[config.mk]
export PLATFORM = sky130hd
export DESIGN_NAME = pkt_fifo_top
export DESIGN_NICKNAME = d
export VERILOG_FILES = /design/src/hw/fifo_geom_pkg.sv /design/src/hw/fifo_word_pkg.sv /design/src/hw/pkt_fifo_ram.sv /design/src/hw/pkt_fifo_read_ctrl.sv /design/src/hw/pkt_fifo_top.sv /design/src/hw/pkt_fifo_write_ctrl.sv
export SDC_FILE = /design/constraint.sdc
export NUM_CORES = 1
export LEC_CHECK = 0
export ABC_CLOCK_PERIOD_IN_PS = 3560
export CAP_MARGIN = 20
export CORE_ASPECT_RATIO = 0.7
export CORE_MARGIN = 3
export CORE_UTILIZATION = 38
export CTS_BUF_LIST = sky130_fd_sc_hd__clkbuf_4 sky130_fd_sc_hd__clkbuf_8
export CTS_CLUSTER_DIAMETER = 150
export DETAILED_ROUTE_END_ITERATION = 10
export DONT_BUFFER_PORTS = 1
export GPL_TIMING_DRIVEN = 1
export PLACE_DENSITY = 0.54
export SLEW_MARGIN = 25
export SYNTH_ARGS = -nofsm -noshare
export SYNTH_HDL_FRONTEND = slang
export SYNTH_SLANG_ARGS = --single-unit
[constraint.sdc]
create_clock -name clk -period 3.56 [get_ports clk]
set_input_delay 0.712 -clock clk [delete_from_list [all_inputs] [get_ports clk]]
set_output_delay 0.712 -clock clk [all_outputs]
set_load 0.005 [all_outputs]
[src/hw/fifo_geom_pkg.sv]
`default_nettype none

package fifo_geom_pkg;

    // --------------------
    // FIFO geometry
    // --------------------

    // Number of stored words, must stay a power of two
    localparam int FIFO_DEPTH = 16;

    // Bits that index the memory
    localparam int ADDR_WIDTH = $clog2(FIFO_DEPTH);

    // Pointers carry one extra wrap bit to tell full from empty
    localparam int PTR_WIDTH = ADDR_WIDTH + 1;

    // Level spans 0 to FIFO_DEPTH inclusive
    localparam int LEVEL_WIDTH = $clog2(FIFO_DEPTH + 1);

    // Fixed flag thresholds
    localparam int ALMOST_FULL_LVL = 12;
    localparam int ALMOST_EMPTY_LVL = 2;

    // --------------------
    // Derived types
    // --------------------

    typedef logic [PTR_WIDTH-1:0] fifo_ptr_t;
    typedef logic [ADDR_WIDTH-1:0] mem_addr_t;
    typedef logic [LEVEL_WIDTH-1:0] fifo_lvl_t;

endpackage : fifo_geom_pkg

`default_nettype wire

[src/hw/fifo_word_pkg.sv]
`default_nettype none

package fifo_word_pkg;

    // --------------------
    // Payload
    // --------------------

    // Width of one data word
    localparam int DATA_WIDTH = 16;

    typedef logic [DATA_WIDTH-1:0] data_t;

    // Stored word
    // Last flag sits on top so the memory holds the packet boundary too
    typedef struct packed {
        logic  last;
        data_t data;
    } fifo_word_t;

endpackage : fifo_word_pkg

`default_nettype wire

[src/hw/pkt_fifo_ram.sv]
`default_nettype none

module pkt_fifo_ram
    import fifo_geom_pkg::*;
    import fifo_word_pkg::*;
(
    input  logic       clk,
    input  logic       wen,
    input  mem_addr_t  waddr,
    input  fifo_word_t wword,
    input  mem_addr_t  raddr,
    output fifo_word_t rword
);

    // Storage array, no reset so it maps to block RAM
    fifo_word_t mem [FIFO_DEPTH];

    // --------------------
    // Write port
    // --------------------

    always_ff @(posedge clk) begin
        if (wen) begin
            mem[waddr] <= wword;
        end
    end

    // --------------------
    // Read port
    // --------------------

    // Read on every edge
    // Collision on the same address returns the old word
    always_ff @(posedge clk) begin
        rword <= mem[raddr];
    end

endmodule : pkt_fifo_ram

`default_nettype wire

[src/hw/pkt_fifo_read_ctrl.sv]
`default_nettype none

module pkt_fifo_read_ctrl
    import fifo_geom_pkg::*;
(
    input  logic      clk,
    input  logic      arst_n,
    input  logic      rready,
    input  logic      rlast,
    input  fifo_ptr_t write_ptr,
    input  fifo_ptr_t write_ptr_next,
    input  logic      last_committed,
    output logic      rvalid,
    output mem_addr_t raddr,
    output fifo_ptr_t read_ptr,
    output logic      word_popped,
    output fifo_lvl_t level,
    output logic      walmost_full,
    output logic      ralmost_empty
);

    // Read handshake
    logic      read_hs;
    // Final word of a packet leaves
    logic      last_popped;
    fifo_ptr_t read_ptr_next;
    // Complete packets held in memory
    fifo_lvl_t pkt_cnt;
    fifo_lvl_t pkt_cnt_next;
    fifo_lvl_t level_next;
    logic      rvalid_next;

    assign read_hs = rvalid && rready;
    assign word_popped = read_hs;
    assign last_popped = read_hs && rlast;

    // --------------------
    // Read pointer
    // --------------------

    assign read_ptr_next = read_ptr + fifo_ptr_t'(read_hs);

    // Memory reads one edge ahead
    // rword then always shows the word at read_ptr
    assign raddr = read_ptr_next[ADDR_WIDTH-1:0];

    // --------------------
    // Packet counter
    // --------------------

    always_comb begin
        unique case ({last_committed, last_popped})
            2'b10: pkt_cnt_next = pkt_cnt + fifo_lvl_t'(1);
            2'b01: pkt_cnt_next = pkt_cnt - fifo_lvl_t'(1);
            // Idle, or one packet in and one out
            default: pkt_cnt_next = pkt_cnt;
        endcase
    end

    // Data guard on top of the count
    // A stored packet always leaves words between the pointers
    assign rvalid_next = (pkt_cnt_next != '0) && (read_ptr_next != write_ptr);

    // --------------------
    // Level and flags
    // --------------------

    // Pointer difference wraps cleanly thanks to the wrap bit
    assign level_next = write_ptr_next - read_ptr_next;

    assign walmost_full = (level >= fifo_lvl_t'(ALMOST_FULL_LVL));
    assign ralmost_empty = (level <= fifo_lvl_t'(ALMOST_EMPTY_LVL));

    // --------------------
    // Control registers
    // --------------------

    always_ff @(posedge clk or negedge arst_n) begin
        if (!arst_n) begin
            read_ptr <= '0;
            pkt_cnt <= '0;
            rvalid <= 1'b0;
            level <= '0;
        end else begin
            read_ptr <= read_ptr_next;
            pkt_cnt <= pkt_cnt_next;
            // Only whole packets are offered to the reader
            rvalid <= rvalid_next;
            level <= level_next;
        end
    end

endmodule : pkt_fifo_read_ctrl

`default_nettype wire

[src/hw/pkt_fifo_top.sv]
`default_nettype none

module pkt_fifo_top
    import fifo_geom_pkg::*;
    import fifo_word_pkg::*;
(
    input  logic      clk,
    input  logic      arst_n,
    // Write side
    input  logic      wvalid,
    input  data_t     wdata,
    input  logic      wlast,
    input  logic      wdrop,
    output logic      wready,
    output logic      walmost_full,
    // Read side
    input  logic      rready,
    output logic      rvalid,
    output data_t     rdata,
    output logic      rlast,
    output logic      ralmost_empty,
    output fifo_lvl_t level
);

    // Write control to memory
    logic       wen;
    mem_addr_t  waddr;
    fifo_word_t wword;

    // Memory to read side
    mem_addr_t  raddr;
    fifo_word_t rword;

    // Between the two control stages
    fifo_ptr_t  write_ptr;
    fifo_ptr_t  write_ptr_next;
    logic       last_committed;
    fifo_ptr_t  read_ptr;
    logic       word_popped;

    // Stored word splits straight onto the read port
    assign rdata = rword.data;
    assign rlast = rword.last;

    // --------------------
    // Stages
    // --------------------

    pkt_fifo_write_ctrl u_write_ctrl (
        .clk            (clk),
        .arst_n         (arst_n),
        .wvalid         (wvalid),
        .wdata          (wdata),
        .wlast          (wlast),
        .wdrop          (wdrop),
        .read_ptr       (read_ptr),
        .word_popped    (word_popped),
        .wready         (wready),
        .wen            (wen),
        .waddr          (waddr),
        .wword          (wword),
        .write_ptr      (write_ptr),
        .write_ptr_next (write_ptr_next),
        .last_committed (last_committed)
    );

    pkt_fifo_ram u_ram (
        .clk   (clk),
        .wen   (wen),
        .waddr (waddr),
        .wword (wword),
        .raddr (raddr),
        .rword (rword)
    );

    // rlast also tells read control when a packet has left
    pkt_fifo_read_ctrl u_read_ctrl (
        .clk            (clk),
        .arst_n         (arst_n),
        .rready         (rready),
        .rlast          (rlast),
        .write_ptr      (write_ptr),
        .write_ptr_next (write_ptr_next),
        .last_committed (last_committed),
        .rvalid         (rvalid),
        .raddr          (raddr),
        .read_ptr       (read_ptr),
        .word_popped    (word_popped),
        .level          (level),
        .walmost_full   (walmost_full),
        .ralmost_empty  (ralmost_empty)
    );

endmodule : pkt_fifo_top

`default_nettype wire

[src/hw/pkt_fifo_write_ctrl.sv]
`default_nettype none

module pkt_fifo_write_ctrl
    import fifo_geom_pkg::*;
    import fifo_word_pkg::*;
(
    input  logic       clk,
    input  logic       arst_n,
    input  logic       wvalid,
    input  data_t      wdata,
    input  logic       wlast,
    input  logic       wdrop,
    input  fifo_ptr_t  read_ptr,
    input  logic       word_popped,
    output logic       wready,
    output logic       wen,
    output mem_addr_t  waddr,
    output fifo_word_t wword,
    output fifo_ptr_t  write_ptr,
    output fifo_ptr_t  write_ptr_next,
    output logic       last_committed
);

    // Write handshake
    logic      write_hs;
    // Pointer after this cycle's write, ignoring a drop
    fifo_ptr_t write_ptr_adv;
    // First word of the packet being written
    fifo_ptr_t sop_ptr;
    // A last word was accepted and not dropped
    logic      last_write;
    logic      wready_next;

    assign write_hs = wvalid && wready;
    assign write_ptr_adv = write_ptr + fifo_ptr_t'(write_hs);

    // Drop rewinds to the packet start
    // A word accepted in the same cycle is thrown away with the rest
    assign write_ptr_next = wdrop ? sop_ptr : write_ptr_adv;

    assign last_write = write_hs && wlast && !wdrop;

    // --------------------
    // Readiness
    // --------------------

    // Full when address bits match and wrap bits differ
    // A pop this cycle always frees a slot for the next one
    assign wready_next =
        (read_ptr[ADDR_WIDTH-1:0] != write_ptr_next[ADDR_WIDTH-1:0]) ||
        (read_ptr[PTR_WIDTH-1] == write_ptr_next[PTR_WIDTH-1]) ||
        word_popped;

    // --------------------
    // Memory write port
    // --------------------

    assign wen = write_hs;
    assign waddr = write_ptr[ADDR_WIDTH-1:0];
    assign wword = '{last: wlast, data: wdata};

    // --------------------
    // Control registers
    // --------------------

    always_ff @(posedge clk or negedge arst_n) begin
        if (!arst_n) begin
            write_ptr <= '0;
            sop_ptr <= '0;
            wready <= 1'b0;
            last_committed <= 1'b0;
        end else begin
            write_ptr <= write_ptr_next;
            // Next packet starts right after a committed last
            if (last_write) begin
                sop_ptr <= write_ptr_next;
            end
            wready <= wready_next;
            // One cycle late so the memory holds the word before the reader counts it
            last_committed <= last_write;
        end
    end

endmodule : pkt_fifo_write_ctrl

`default_nettype wire

# After elaboration in Yosys (flattened, before gate mapping)

Memories as Yosys holds them, arrays and structs flattened. A register that Yosys moved wholly into a read port is not among the register bits.
Index checks and enable logic that the tools add are counted.

Add/subtract/negate cells: 5
$lt $le $gt $ge: 2
Equal/unequal tests: 5
Multiplexer cells: 4
Reduce and logical (&&, ||, !) cells: 10

Operator list:

| cell                                                               | number |
|---|---|
| adder 5 x 1 -> 5 bit                                               | 2 |
| one-hot mux 5 bit (2 select lines)                                 | 1 |
| logical AND 1 bit                                                  | 6 |
| adder 5 x 1 -> 5 bit (second input constant)                       | 1 |
| greater-or-equal comparator 5 x 4 -> 1 bit (second input constant) | 1 |
| less-or-equal comparator 5 x 2 -> 1 bit (second input constant)    | 1 |
| two-way mux 5 bit                                                  | 1 |
| inequality test 5 bit                                              | 1 |
| nonzero test 5 bit                                                 | 1 |
| subtractor 5 x 1 -> 5 bit (second input constant)                  | 1 |
| subtractor 5 bit                                                   | 1 |
| inequality test 4 bit                                              | 1 |
| equality test 2 x 1 -> 1 bit (second input constant)               | 1 |
| equality test 2 bit (second input constant)                        | 1 |
| logical OR 1 bit                                                   | 2 |
| two-way mux 1 bit                                                  | 2 |
| equality test 1 bit                                                | 1 |
| zero test 1 bit                                                    | 1 |

Register bits after elaboration: 28
RAM bits: 272
Input bits: 22
Output and inout bits: 26
Word-level logic and storage cells: 35
Memories kept: 1

Memory list:

| name      | words | width | rd ports | clocked after Yosys merged registers in | wr ports | line               | text |
|---|---|---|---|---|---|---|---|
| u_ram.mem | 16    | 17    | 1        | 1                                       | 1        | pkt_fifo_ram.sv:16 | `fifo_word_t mem [FIFO_DEPTH];` |

# Longest topological paths before layout

Gate-level depths: netlist of the first run.

Depth after elaboration: 6
Gate-level depth with buffers: 12
Depth with buffers taken out: 11

# By module

From an unflattened synthesis of the first run, not the netlist that was laid out.

Cells, all modules: 627
Area total of the unflattened synthesis: 12444.4 um^2

By module, submodules not included:

| module              | times used | cells each | area each (um^2) | seq. area each (um^2) |
|---|---|---|---|---|
| pkt_fifo_ram        | 1          | 458        | 10637.7          | 8508.2 |
| pkt_fifo_read_ctrl  | 1          | 95         | 1021.0           | 400.4 |
| pkt_fifo_write_ctrl | 1          | 74         | 785.8            | 300.3 |

# Worst setup path after synthesis of the first run

OpenSTA, ideal clock, no wires.

Path kind: input-to-reg
Start point: input rready
End point: register u_read_ctrl.level[4]
Arrival time: 3.192 ns
Setup slack: 0.288 ns
Stages on the path: 12
Path buffers: 3
Path through: and2_1 ha_1 ha_1 buf_2 buf_2 clkinv_1 clkbuf_1 fa_1 a21o_1 a21oi_1 xor2_1 xnor2_1

Cells in the longest elaborated chain, start to end: 3

Ends and longest elaborated chain:

| item                          | line                     | text |
|---|---|---|
| start: declaration            | pkt_fifo_top.sv:17       | `input logic rready,` |
| logical AND 1 bit             | pkt_fifo_read_ctrl.sv:33 | `assign read_hs = rvalid && rready;` |
| adder 5 x 1 -> 5 bit          | pkt_fifo_read_ctrl.sv:41 | `assign read_ptr_next = read_ptr + fifo_ptr_t'(read_hs);` |
| net raddr[1]                  | pkt_fifo_top.sv:31       | `mem_addr_t raddr;` |
| subtractor 5 bit              | pkt_fifo_read_ctrl.sv:69 | `assign level_next = write_ptr_next - read_ptr_next;` |
| net u_read_ctrl.level_next[4] | pkt_fifo_read_ctrl.sv:30 | `fifo_lvl_t level_next;` |
| end signal: assignment        | pkt_fifo_read_ctrl.sv:89 | `level <= level_next;` |
| end: declaration              | pkt_fifo_read_ctrl.sv:17 | `output fifo_lvl_t level,` |

The timed path passes the listed nets, and every way through them passes these cells.
A chain may end at the register's enable or synchronous reset.

# Worst setup path in the final report of the first run

Start point: register u_read_ctrl.rvalid
End point: register u_read_ctrl.level[4]

Cells in the longest elaborated chain, start to end: 3

Ends and longest elaborated chain:

| item                          | line                     | text |
|---|---|---|
| start: declaration            | pkt_fifo_read_ctrl.sv:13 | `output logic rvalid,` |
| start signal: assignment      | pkt_fifo_read_ctrl.sv:88 | `rvalid <= rvalid_next;` |
| logical AND 1 bit             | pkt_fifo_read_ctrl.sv:33 |  |
| adder 5 x 1 -> 5 bit          | pkt_fifo_read_ctrl.sv:41 |  |
| net raddr[0]                  | pkt_fifo_top.sv:31       |  |
| subtractor 5 bit              | pkt_fifo_read_ctrl.sv:69 |  |
| net u_read_ctrl.level_next[4] | pkt_fifo_read_ctrl.sv:30 |  |

The timed path passes the listed nets, and every way through them passes these cells.

==> results of run 1 <==
[what timing repair did]
| action | in CTS | in global routing |
|---|---|---|
| endpoints found under the setup margin | 0 | 0 |
| hold endpoints to repair | 28 | 0 |
| hold buffers | 2 | 0 |
| buffers inserted | 0 | 0 |
[cell families after synthesis]
kind of cell               Yosys count  share of synthesized area
AOI/OAI and AO/OA                   39                     0.0209
xor gates and xnor gates            25                     0.0184
adders and majority gates           12                     0.0128
buffers and inverters               44                     0.0169
DFF                                317                      0.747
muxes                               75                      0.131
and+or+nand+nor                    146                     0.0531
[stage by stage]
| step | cell area (um2) | setup slack, ns | hold WS [ns] | total power, uW |
|---|---|---|---|---|
| final | 14100 | 0.957 | 0.236 | 12300 |
| after floorplan | 12300 | 0.288 | 0.416 | 7930 |
| after global placement | 13000 | 0.651 | 0.417 | 9270 |
| after detailed placement | 13000 | 0.660 | 0.417 | 9330 |
| after global routing | 14100 | 0.722 | 0.181 | 13000 |
| after CTS | 14100 | 0.940 | 0.184 | 12500 |
[sequential cells by signal, summed over array words and instances (netlist names)]
signal	count
u_ram.mem	272
u_ram.rword	17
u_read_ctrl.level	5
u_read_ctrl.pkt_cnt	5
u_read_ctrl.read_ptr	5
u_read_ctrl.rvalid	1
u_write_ctrl.last_committed	1
u_write_ctrl.sop_ptr	5
u_write_ctrl.wready	1
u_write_ctrl.write_ptr	5
[worst max path at each step]
stage	startpoint	slack, ns	endpoint
finish	u_read_ctrl.rvalid	0.96	u_read_ctrl.level[4]
global placement	wvalid	0.65	u_read_ctrl.level[4]
CTS	u_read_ctrl.rvalid	0.94	u_read_ctrl.level[4]
floorplan	rready	0.29	u_read_ctrl.level[4]
detailed placement	wvalid	0.66	u_read_ctrl.level[4]
global route	u_write_ctrl.wready	0.72	u_read_ctrl.level[4]
[routing by layer]
metal / share of wire / GRT usage
met1: 0.45 / 0.222
met3: 0.066 / 0.0459
met5: 0 / 0
met2: 0.46 / 0.260
met4: 0.024 / 0.0530
[worst max-delay path: cells and delay by family (launching register included)]
family          cells  cell delay, ns
buf+inv             1            0.06
fa+ha+maj           3            1.15
xor+xnor            2            0.33
simple gates        1            0.24
flops               1            0.41
compound gates      2            0.33
[layout make-up]
cell class	count	area [um2]
clock inverters	14	70.1
well taps	420	526
fillers	2723	17500
multi-input cells	297	2990
inverters	13	48.8
clock buffers	78	948
flip-flops and latches	317	9210
repair buffers	29	283
[synthesized netlist by cell type, types with 2 or more instances]
| cell | instances |
|---|---|
| mux4_2 | 68 |
| dfxtp_1 | 17 |
| a21oi_1 | 4 |
| clkbuf_1 | 9 |
| nor2b_1 | 3 |
| inv_1 | 11 |
| xnor2_1 | 12 |
| nand2_1 | 83 |
| buf_4 | 4 |
| nor2_1 | 19 |
| a31oi_1 | 17 |
| buf_2 | 16 |
| ha_1 | 11 |
| o21ai_0 | 5 |
| a21o_1 | 3 |
| o21bai_1 | 2 |
| and3_1 | 18 |
| nor3_1 | 4 |
| or3_1 | 2 |
| xor2_1 | 12 |
| nand3_1 | 6 |
| mux2_2 | 6 |
| nand2b_1 | 5 |
| nand3b_1 | 2 |
| dfrtp_1 | 28 |
| edfxtp_1 | 272 |
| nand4b_1 | 2 |
[where the power goes]
part           total [uW]  internal, uW  switching (uW)
clock network        3090          1690            1400
logic                4270          1920            2350
registers            4910          4600             314
[cells in the final DEF (no fill, tap or decap), drive strengths merged, types with 2 or more instances in the layout]
cell	synthesis	routed
edfxtp	272	272
nand2	83	83
clkbuf	9	78
mux4	68	68
dfrtp	28	28
buf	22	28
nor2	19	19
and3	18	18
a31oi	17	17
dfxtp	17	17
xor2	13	13
clkinv	1	13
xnor2	12	12
inv	12	12
ha	11	11
nand3	6	6
mux2	6	6
o21ai	5	5
nand2b	5	5
a21oi	4	4
nor3	4	4
a21o	3	3
nor2b	3	3
o21bai	2	2
or3	2	2
nand3b	2	2
nand4b	2	2
clkinvlp	0	2
==> results.py, run 1 <==
metrics = {
    "layout": {
        "syn2layout_area_growth_pct": 14.2,
        "stdcell_count": 1168,
        "fin_util": 0.446,
        "fin_nets": 742,
        "antenna_cells": 0,
        "drive_above_1_share": 0.278,
    },
    "critical_path": {
        "arrival_ns": 3.09,
        "critPathKind": "flop to flop",
        "crit_path_max_fanout": 16,
        "cpMaxStageDelayCell": "ha_4",
        "reg2reg_depth": 9,
        "r2r_setup_slack_ns": 0.96,
        "endpoint_kind": "flop",
        "worstReg2RegStart": "u_read_ctrl.rvalid",
        "worst_r2r_endpoint": "u_read_ctrl.level[4]",
        "required_ns": 4.05,
        "startpoint_type": "flop",
        "cpPeakStageDelay_ns": 0.51,
        "path_cells": "and2_1 > ha_4 > ha_1 > inv_1 > fa_1 > a21o_1 > a21oi_1 > xor2_1 > xnor2_1",
    },
    "logic_synthesis": {
        "synthFlopType": "edfxtp_1",
        "netlist_top_cells_area": "edfxtp_1 66%, mux4_2 12%, dfrtp_1 5.7%",
        "synth_seq_cells": 317,
        "syn_area_per_cell_um2": 18.7,
        "syn_nets": 692,
        "synth_top_area_frac": 0.663,
        "synth_cell_types": 44,
        "yosysWarnings": 0,
        "syn_area_um2": 12300,
        "ys_seq_area_frac": 0.747,
        "synth_edf_count": 272,
        "yosys.area.top_type": "edfxtp_1",
        "syn_inst": 658,
        "async_flop_share": 0.0883,
    },
    "timing": {
        "max_freq_mhz": 384,
        "relSlewSlack": 0.613,
        "setup_violations": 0,
        "period_share": 0.731,
        "rsz0062_at_grt": "false",
        "hold_violations": 0,
        "worst_pin_slew_ns": 0.566,
        "clock_skew_ns": 0.0146,
        "setup_tns_ns": 0,
        "period_needed_ns": 2.60,
        "maxSlewViolCount": 0,
    },
    "floorplanning": {
        "initial_utilization": 0.391,
        "io_pins": 48,
        "core_um2": 31600,
        "fp-row-count": 54,
        "die_w_um": 221,
        "die_h_um": 157,
        "die_area_um2": 34700,
    },
    "global_routing": {
        "grt-ovfl-total": 0,
        "antenna_found_initial": 0,
        "grt_max_degree": 54,
        "grt_use_total": 0.164,
        "grt_pass1_vias": 6688,
        "grt_pass1_wl_um": 42200,
    },
    "hold_path": {
        "hp-class": "input port to flop",
        "holdPathStages": 0,
        "holdPathEnd": "u_ram.mem[15][11]",
        "hold_path.startpoint": "wdata[11]",
    },
    "placement": {
        "hpwl_um": 15800,
        "gp_congestion": 0.766,
        "dpl.cell_count": 1074,
        "portBuffers": 0,
    },
    "power_and_ir_drop": {
        "irDropWorstVdd_mv": 0.437,
        "power_leakage_uw": 0.00479,
        "pwr_density_cell_nw_per_um2": 872,
    },
    "routing": {
        "via_count": 6228,
        "avgViaCountPerCell": 5.33,
        "ant_nets": 0,
        "routedWlPerCell_um": 23.9,
        "dr.first_iter.drc_count": 451,
        "route.detailed.drc": 0,
        "wl_um": 27900,
        "dr.pass1.iters": 5,
    },
    "clock_tree": {
        "htree_num_levels": 2,
        "clk_latency_ns": 0.57,
        "cts_buffers": 50,
        "path_clk_slew_ns": 0.07,
        "cts_tree": "yes",
        "clock_path_buffers": 3,
        "ctsResizeCount": 0,
        "cts-root-buf": "clkbuf_8",
        "cts_sinks": 317,
    },
    "outcome": {
        "status": "finished, final reports clean",
    },
    "flow_run": {
        "cap_viol_max_count": 0,
    },
}
No activity file was read; power rests on OpenSTA's default activity.
==> run 2, diff against run 1 <==
ABC_AREA = 1   (was unset)
ABC_CLOCK_PERIOD_IN_PS = 2430   (was 3560)
clock period = 2.43 ns   (was 3.56 ns; I/O delays follow)
==> run 2 against run 1 <==
Against the previous run:
- sequential power up 43%
- power is 61% higher
- clock-buffer cell count rose by 4
- via count grew 24%
- cell area is 5.4% higher
- area after synthesis increased by 2.5%
- sequential cell count stayed put
- register-to-register slack lost 0.73 ns
- non-clock buffer count increased by 43
- largest power group is now combinational cells
==> results.py, run 2 <==
metrics = {
    "layout": {
        "largest_register_ff_count": 272,
        "top_register": "u_ram.mem",
        "fin_nets": 1040,
        "layout_commonest_cell": "edfxtp_1",
        "fin_util": 0.456,
        "syn2layout_area_growth_pct": 17.4,
        "top_regs": "u_ram.mem x272, u_ram.rword x17",
        "stdcell_count": 1473,
        "drive_above_1_share": 0.194,
        "layout_common_cells": "272 x edfxtp_1, 145 x nor2_1, 143 x o21ai_0",
        "antenna_cells": 0,
    },
    "placement": {
        "portBuffers": 0,
        "hpwl_um": 18000,
        "place_ws_ns": 0.103,
        "gp_congestion": 0.762,
        "dpl.cell_count": 1362,
    },
    "timing": {
        "period_needed_ns": 2.20,
        "maxSlewViolCount": 0,
        "clock_skew_ns": 0.0205,
        "relSlewSlack": 0.578,
        "period_share": 0.906,
        "hold_violations": 0,
        "worst_pin_slew_ns": 0.631,
        "setup_tns_ns": 0,
        "setup_violations": 0,
        "max_freq_mhz": 454,
        "rsz0062_at_grt": "false",
        "finalWorstSetupSlack_ns": 0.230,
    },
    "clock_tree": {
        "clock_path_buffers": 3,
        "path_clk_slew_ns": 0.06,
        "htree_num_levels": 2,
        "cts-root-buf": "clkbuf_8",
        "clk_latency_ns": 0.59,
        "cts_tree": "yes",
        "cts_buffers": 49,
        "cts_sinks": 317,
    },
    "global_routing": {
        "grt_use_total": 0.185,
        "met3_usage": 0.0400,
        "top_usage_layer": "met2",
        "grt-ovfl-total": 0,
        "met1_usage": 0.270,
        "grt_pass1_vias": 7636,
        "antenna_found_initial": 1,
        "grt_pass1_wl_um": 49200,
        "met2_usage": 0.288,
        "grt_max_degree": 70,
    },
    "floorplanning": {
        "core_um2": 32600,
        "die_area_um2": 35500,
        "fp-row-count": 55,
        "die_w_um": 224,
        "initial_utilization": 0.388,
        "io_pins": 48,
        "die_h_um": 159,
    },
    "logic_synthesis": {
        "synth_top_area_frac": 0.646,
        "yosys.area.top_type": "edfxtp_1",
        "synth_cell_types": 30,
        "syn_area_per_cell_um2": 13.5,
        "syn_area_um2": 12600,
        "yosysWarnings": 0,
        "syn_inst": 937,
        "synthFlopType": "edfxtp_1",
        "async_flop_share": 0.0883,
        "synth_edf_count": 272,
        "synth_most_common_cell": "edfxtp_1",
        "synthTopCellsByCount": "272 x edfxtp_1, 162 x nor2_1, 144 x o21ai_0",
        "ys_seq_area_frac": 0.729,
        "netlist_top_cells_area": "edfxtp_1 65%, o21ai_0 5.7%, dfrtp_1 5.5%",
        "syn_nets": 971,
        "synth_seq_cells": 317,
    },
    "routing": {
        "routedWlPerCell_um": 21.8,
        "via_count": 7715,
        "dr.first_iter.drc_count": 708,
        "avgViaCountPerCell": 5.24,
        "ant_nets": 0,
        "wl_um": 32100,
        "route.detailed.drc": 0,
        "dr.pass1.iters": 5,
    },
    "critical_path": {
        "path_cells": "nand2_1 > inv_1 > ha_1 > ha_1 > inv_1 > o21ai_0 > fa_2 > nand2_1 > nand2_1 > a21oi_1 > xnor2_1 > xnor2_1",
        "crit_path_max_fanout": 2,
        "cpPeakStageDelay_ns": 0.40,
        "startpoint_type": "flop",
        "cpMaxStageDelayCell": "dfrtp_1",
        "endpoint_kind": "flop",
        "arrival_ns": 2.71,
        "path_common_cell": "nand2_1",
        "critPathKind": "flop to flop",
        "required_ns": 2.94,
    },
    "power_and_ir_drop": {
        "pwr_density_cell_nw_per_um2": 1330,
        "power_leakage_uw": 0.00509,
        "irDropWorstVdd_mv": 0.665,
    },
    "outcome": {
        "status": "finished, final reports clean",
    },
    "flow_run": {
        "cap_viol_max_count": 0,
    },
    "hold_path": {
        "hp-class": "input port to flop",
    },
}
## run 2: cell count changes after synthesis, sizes merged, moves of 17 or more
cell and change:
o221ai +68, mux4 -68, a31oi -17, and3 -18, o21ai +142, nand3 +44
nor2 +143
## run 2: metrics by stage
step	cell area [um2]	power (uW)	hold slack, ns
floorplan	12700	12200	0.190
global placement	13500	14900	0.191
detailed placement	13500	14900	0.192
CTS	14800	20000	0.102
global route	14800	21100	0.148
finish	14800	19700	0.141
## run 2: report_power, final
part / internal, uW / leakage (uW) / switching [uW]
clock network: 2810 / 0.000585 / 2070
registers: 6630 / 0.00294 / 376
logic: 2750 / 0.00156 / 5110
total: 12200 / 0.00509 / 7560
## run 2: layer usage
layer / vias up / wire length, um / part of all wire
met4: 2 / 463 / 0.014
met2: 209 / 14500 / 0.45
met1: 3836 / 15100 / 0.47
met3: 48 / 2010 / 0.063
met5: - / 7 / 0.00022
li1: 3620 / - / -
## run 2: logic make-up after synthesis
| logic type | Yosys count | share of synthesized area |
|---|---|---|
| flip-flops | 317 | 0.729 |
| AND/OR/NAND/NOR | 287 | 0.0910 |
| AO/OA/AOI/OAI | 221 | 0.123 |
| buffers and inverters | 82 | 0.0303 |
| XOR/XNOR | 18 | 0.0146 |
| adder cells (fa/ha/maj) | 12 | 0.0125 |
## run 2: worst paths after layout
check	start	end	slack (ns)	cells after the start
min	wdrop	u_write_ctrl.sop_ptr[2]	0.14	3
max reg2reg	u_write_ctrl.wready	u_read_ctrl.level[4]	0.23	12
min in group asynchronous	arst_n	u_read_ctrl.read_ptr[3]	0.37	2
max	u_write_ctrl.wready	u_read_ctrl.level[4]	0.23	12
max in group asynchronous	arst_n	u_write_ctrl.write_ptr[2]	1.90	2
min reg2reg	u_write_ctrl.sop_ptr[3]	u_write_ctrl.sop_ptr[3]	0.49	2
## run 2: critical path: cells and delay by family, from the launching register on
family	cells	cell delay [ns]
flops	1	0.40
buf+inv	2	0.13
fa+ha+maj	3	0.84
xor+xnor	2	0.28
compound gates	2	0.28
simple gates	3	0.21
## run 2: cell type report
cell class              count  area [um2]
fillers                  2927       17700
flip-flops and latches    317        9210
multi-input cells         538        3120
clock buffers              82         997
repair buffers             72         748
well taps                 427         534
inverters                  28         110
clock inverters             9         105
## run 2: what timing repair did
action,in CTS,in global routing
hold endpoints to repair,300,0
gates resized for setup,0,4
hold buffers,19,0
setup buffers,0,1
endpoints found under the setup margin,0,2
==> run 3, diff against run 2 <==
CORE_UTILIZATION = 40   (was 38)
PLACE_DENSITY = 0.56   (was 0.54)
==> run 3 against run 2 <==
Against the previous run:
- sequential power barely moved
- fmax fell by 1.4%
- sequential cell count did not move
- register-to-register slack got worse by 0.03 ns
- sequential share of layout area rose by 0.57 points
- global-route usage rose by 0.67 points
- combinational power rose by 3%
- clock skew rose by 0.00076 ns
- die area fell by 4.8%
- core utilization rose by 2.5 points
- cell area fell by 0.93%
- first-iteration DRC count rose by 13%
- critical endpoint unchanged
==> results.py, run 3 (synthesized netlist as in run 2, its figures left out) <==
metrics = {
    "flow_run": {
        "cap_viol_max_count": 0,
    },
    "power_and_ir_drop": {
        "internal-power_uw": 11900,
        "power_leakage_uw": 0.00503,
        "pwr-share-comb": 0.414,
        "p_switching_uw": 7590,
        "p_sw_frac": 0.390,
        "irDropWorstVdd_mv": 0.685,
        "power_frac_clock": 0.225,
        "power_frac_seq": 0.361,
        "pwr_density_cell_nw_per_um2": 1320,
    },
    "hold_path": {
        "hp-class": "input port to flop",
    },
    "global_routing": {
        "antenna_found_initial": 4,
        "grt_pass1_wl_um": 48900,
        "grt_max_degree": 72,
        "grt_use_total": 0.192,
        "grt_pass1_vias": 7838,
        "grt-ovfl-total": 0,
    },
    "outcome": {
        "status": "finished, final reports clean",
    },
    "routing": {
        "dr.pass1.iters": 5,
        "avgViaCountPerCell": 5.37,
        "wl_um": 32100,
        "via_count": 7833,
        "ant_nets": 0,
        "route.detailed.drc": 0,
        "routedWlPerCell_um": 22.0,
        "dr.first_iter.drc_count": 802,
    },
    "timing": {
        "finalWorstSetupSlack_ns": 0.198,
        "period_needed_ns": 2.23,
        "period_share": 0.919,
        "max_freq_mhz": 448,
        "setup_violations": 0,
        "relSlewSlack": 0.575,
        "maxSlewViolCount": 0,
        "clock_skew_ns": 0.0213,
        "hold_ws_ns": 0.0947,
        "hold_violations": 0,
        "worst_pin_slew_ns": 0.636,
    },
    "layout": {
        "layout_common_cells": "272 x edfxtp_1, 146 x nor2_1, 143 x o21ai_0",
        "fin_util": 0.481,
        "top_regs": "u_ram.mem x272, u_ram.rword x17",
        "top_register": "u_ram.mem",
        "nFillCells": 2637,
        "syn2layout_area_growth_pct": 16.3,
        "layout_commonest_cell": "edfxtp_1",
        "fin_nets": 1041,
        "drive_above_1_share": 0.188,
        "largest_register_ff_count": 272,
    },
    "placement": {
        "hpwl_um": 18300,
        "place_ws_ns": 0.0421,
        "gp_congestion": 0.801,
        "portBuffers": 0,
    },
    "clock_tree": {
        "cts_tree": "yes",
        "path_clk_slew_ns": 0.06,
        "cts_sinks": 317,
        "cts-root-buf": "clkbuf_8",
        "htree_num_levels": 2,
        "cts_buffers": 48,
        "clk_latency_ns": 0.58,
        "clock_path_buffers": 3,
    },
    "floorplanning": {
        "io_pins": 48,
        "die_w_um": 218,
        "core_um2": 30600,
        "fp-row-count": 53,
        "die_h_um": 155,
        "initial_utilization": 0.413,
        "die_area_um2": 33800,
    },
    "critical_path": {
        "required_ns": 2.92,
        "endpoint_kind": "flop",
        "arrival_ns": 2.73,
        "critPathKind": "flop to flop",
        "crit_path_max_fanout": 3,
        "startpoint_type": "flop",
    },
}
==> run 3: cell types whose count changed in the layout (fill, tap and decap cells not counted), sizes merged <==
cell and delta:
buf +2, bufinv -1, clkbuf -8, clkinv +7
clkinvlp +1, diode +2, inv -2
==> run 3: final cells by class <==
cell class / count / area [um2] / area share
antenna: 2 / 5.00 / 0.000341
clock buffer: 74 / 862 / 0.0587
inverter: 28 / 110 / 0.00749
multi-input combinational: 538 / 3140 / 0.214
tap: 412 / 515 / 0.0351
timing repair buffer: 74 / 763 / 0.0520
sequential: 317 / 9210 / 0.627
clock inverter: 14 / 88.8 / 0.00605
==> run 3: repair_timing <==
item,CTS,global route
hold buffers,19,0
endpoints found under the setup margin,0,1
hold endpoints to repair,300,0
setup buffers,0,1
gates resized for setup,0,5
==> run 3: power by group through the flow <==
stage	clock [uW]	sequential, uW	combinational, uW
final	4380	7020	8060
after detailed placement	0	7140	7880
after global placement	0	7140	7810
after global routing	4740	7090	8890
after CTS	4490	7030	8020
after floorplan	0	6990	5250
==> run 3: layer usage <==
metal	global-route usage	vias up	routed length [um]
met2	0.294	251	14300
met4	0.0490	4	518
li1	-	3626	-
met5	0	-	21
met1	0.280	3902	15200
met3	0.0416	50	2150
==> run 3: path summary, 6_finish.rpt <==
check	end	start	cells past startpoint	slack, ns
setup reg to reg	u_read_ctrl.level[4]	u_write_ctrl.wready	14	0.20
min in group asynchronous	u_write_ctrl.last_committed	arst_n	2	0.37
hold reg to reg	u_write_ctrl.sop_ptr[3]	u_write_ctrl.sop_ptr[3]	2	0.50
hold / removal	u_write_ctrl.write_ptr[0]	wdrop	2	0.09
setup / recovery	u_read_ctrl.level[4]	u_write_ctrl.wready	14	0.20
max in group asynchronous	u_read_ctrl.read_ptr[3]	arst_n	2	1.89
==> run 3: stage by stage <==
stage	setup TNS, ns	instance area (um2)	total power, uW	std cells
CTS	0	14700	19500	1456
global route	-0.0488	14700	20700	1458
floorplan	0	12700	12200	937
global placement	0	13500	14900	1349
finish	0	14700	19400	1459
detailed placement	0	13500	15000	1349
==> run 3: critical path, cell delays in order, from the launching register on <==
cell and delay, ns:
dfrtp_1 0.39, nand2_1 0.08, inv_1 0.06, ha_1 0.26, nand2_1 0.08, nand2_2 0.08, inv_2 0.07, ha_1 0.14
inv_1 0.07, fa_2 0.37, nand2_1 0.07, nand2_1 0.06, a21oi_2 0.15, xnor2_1 0.14, xnor2_1 0.13
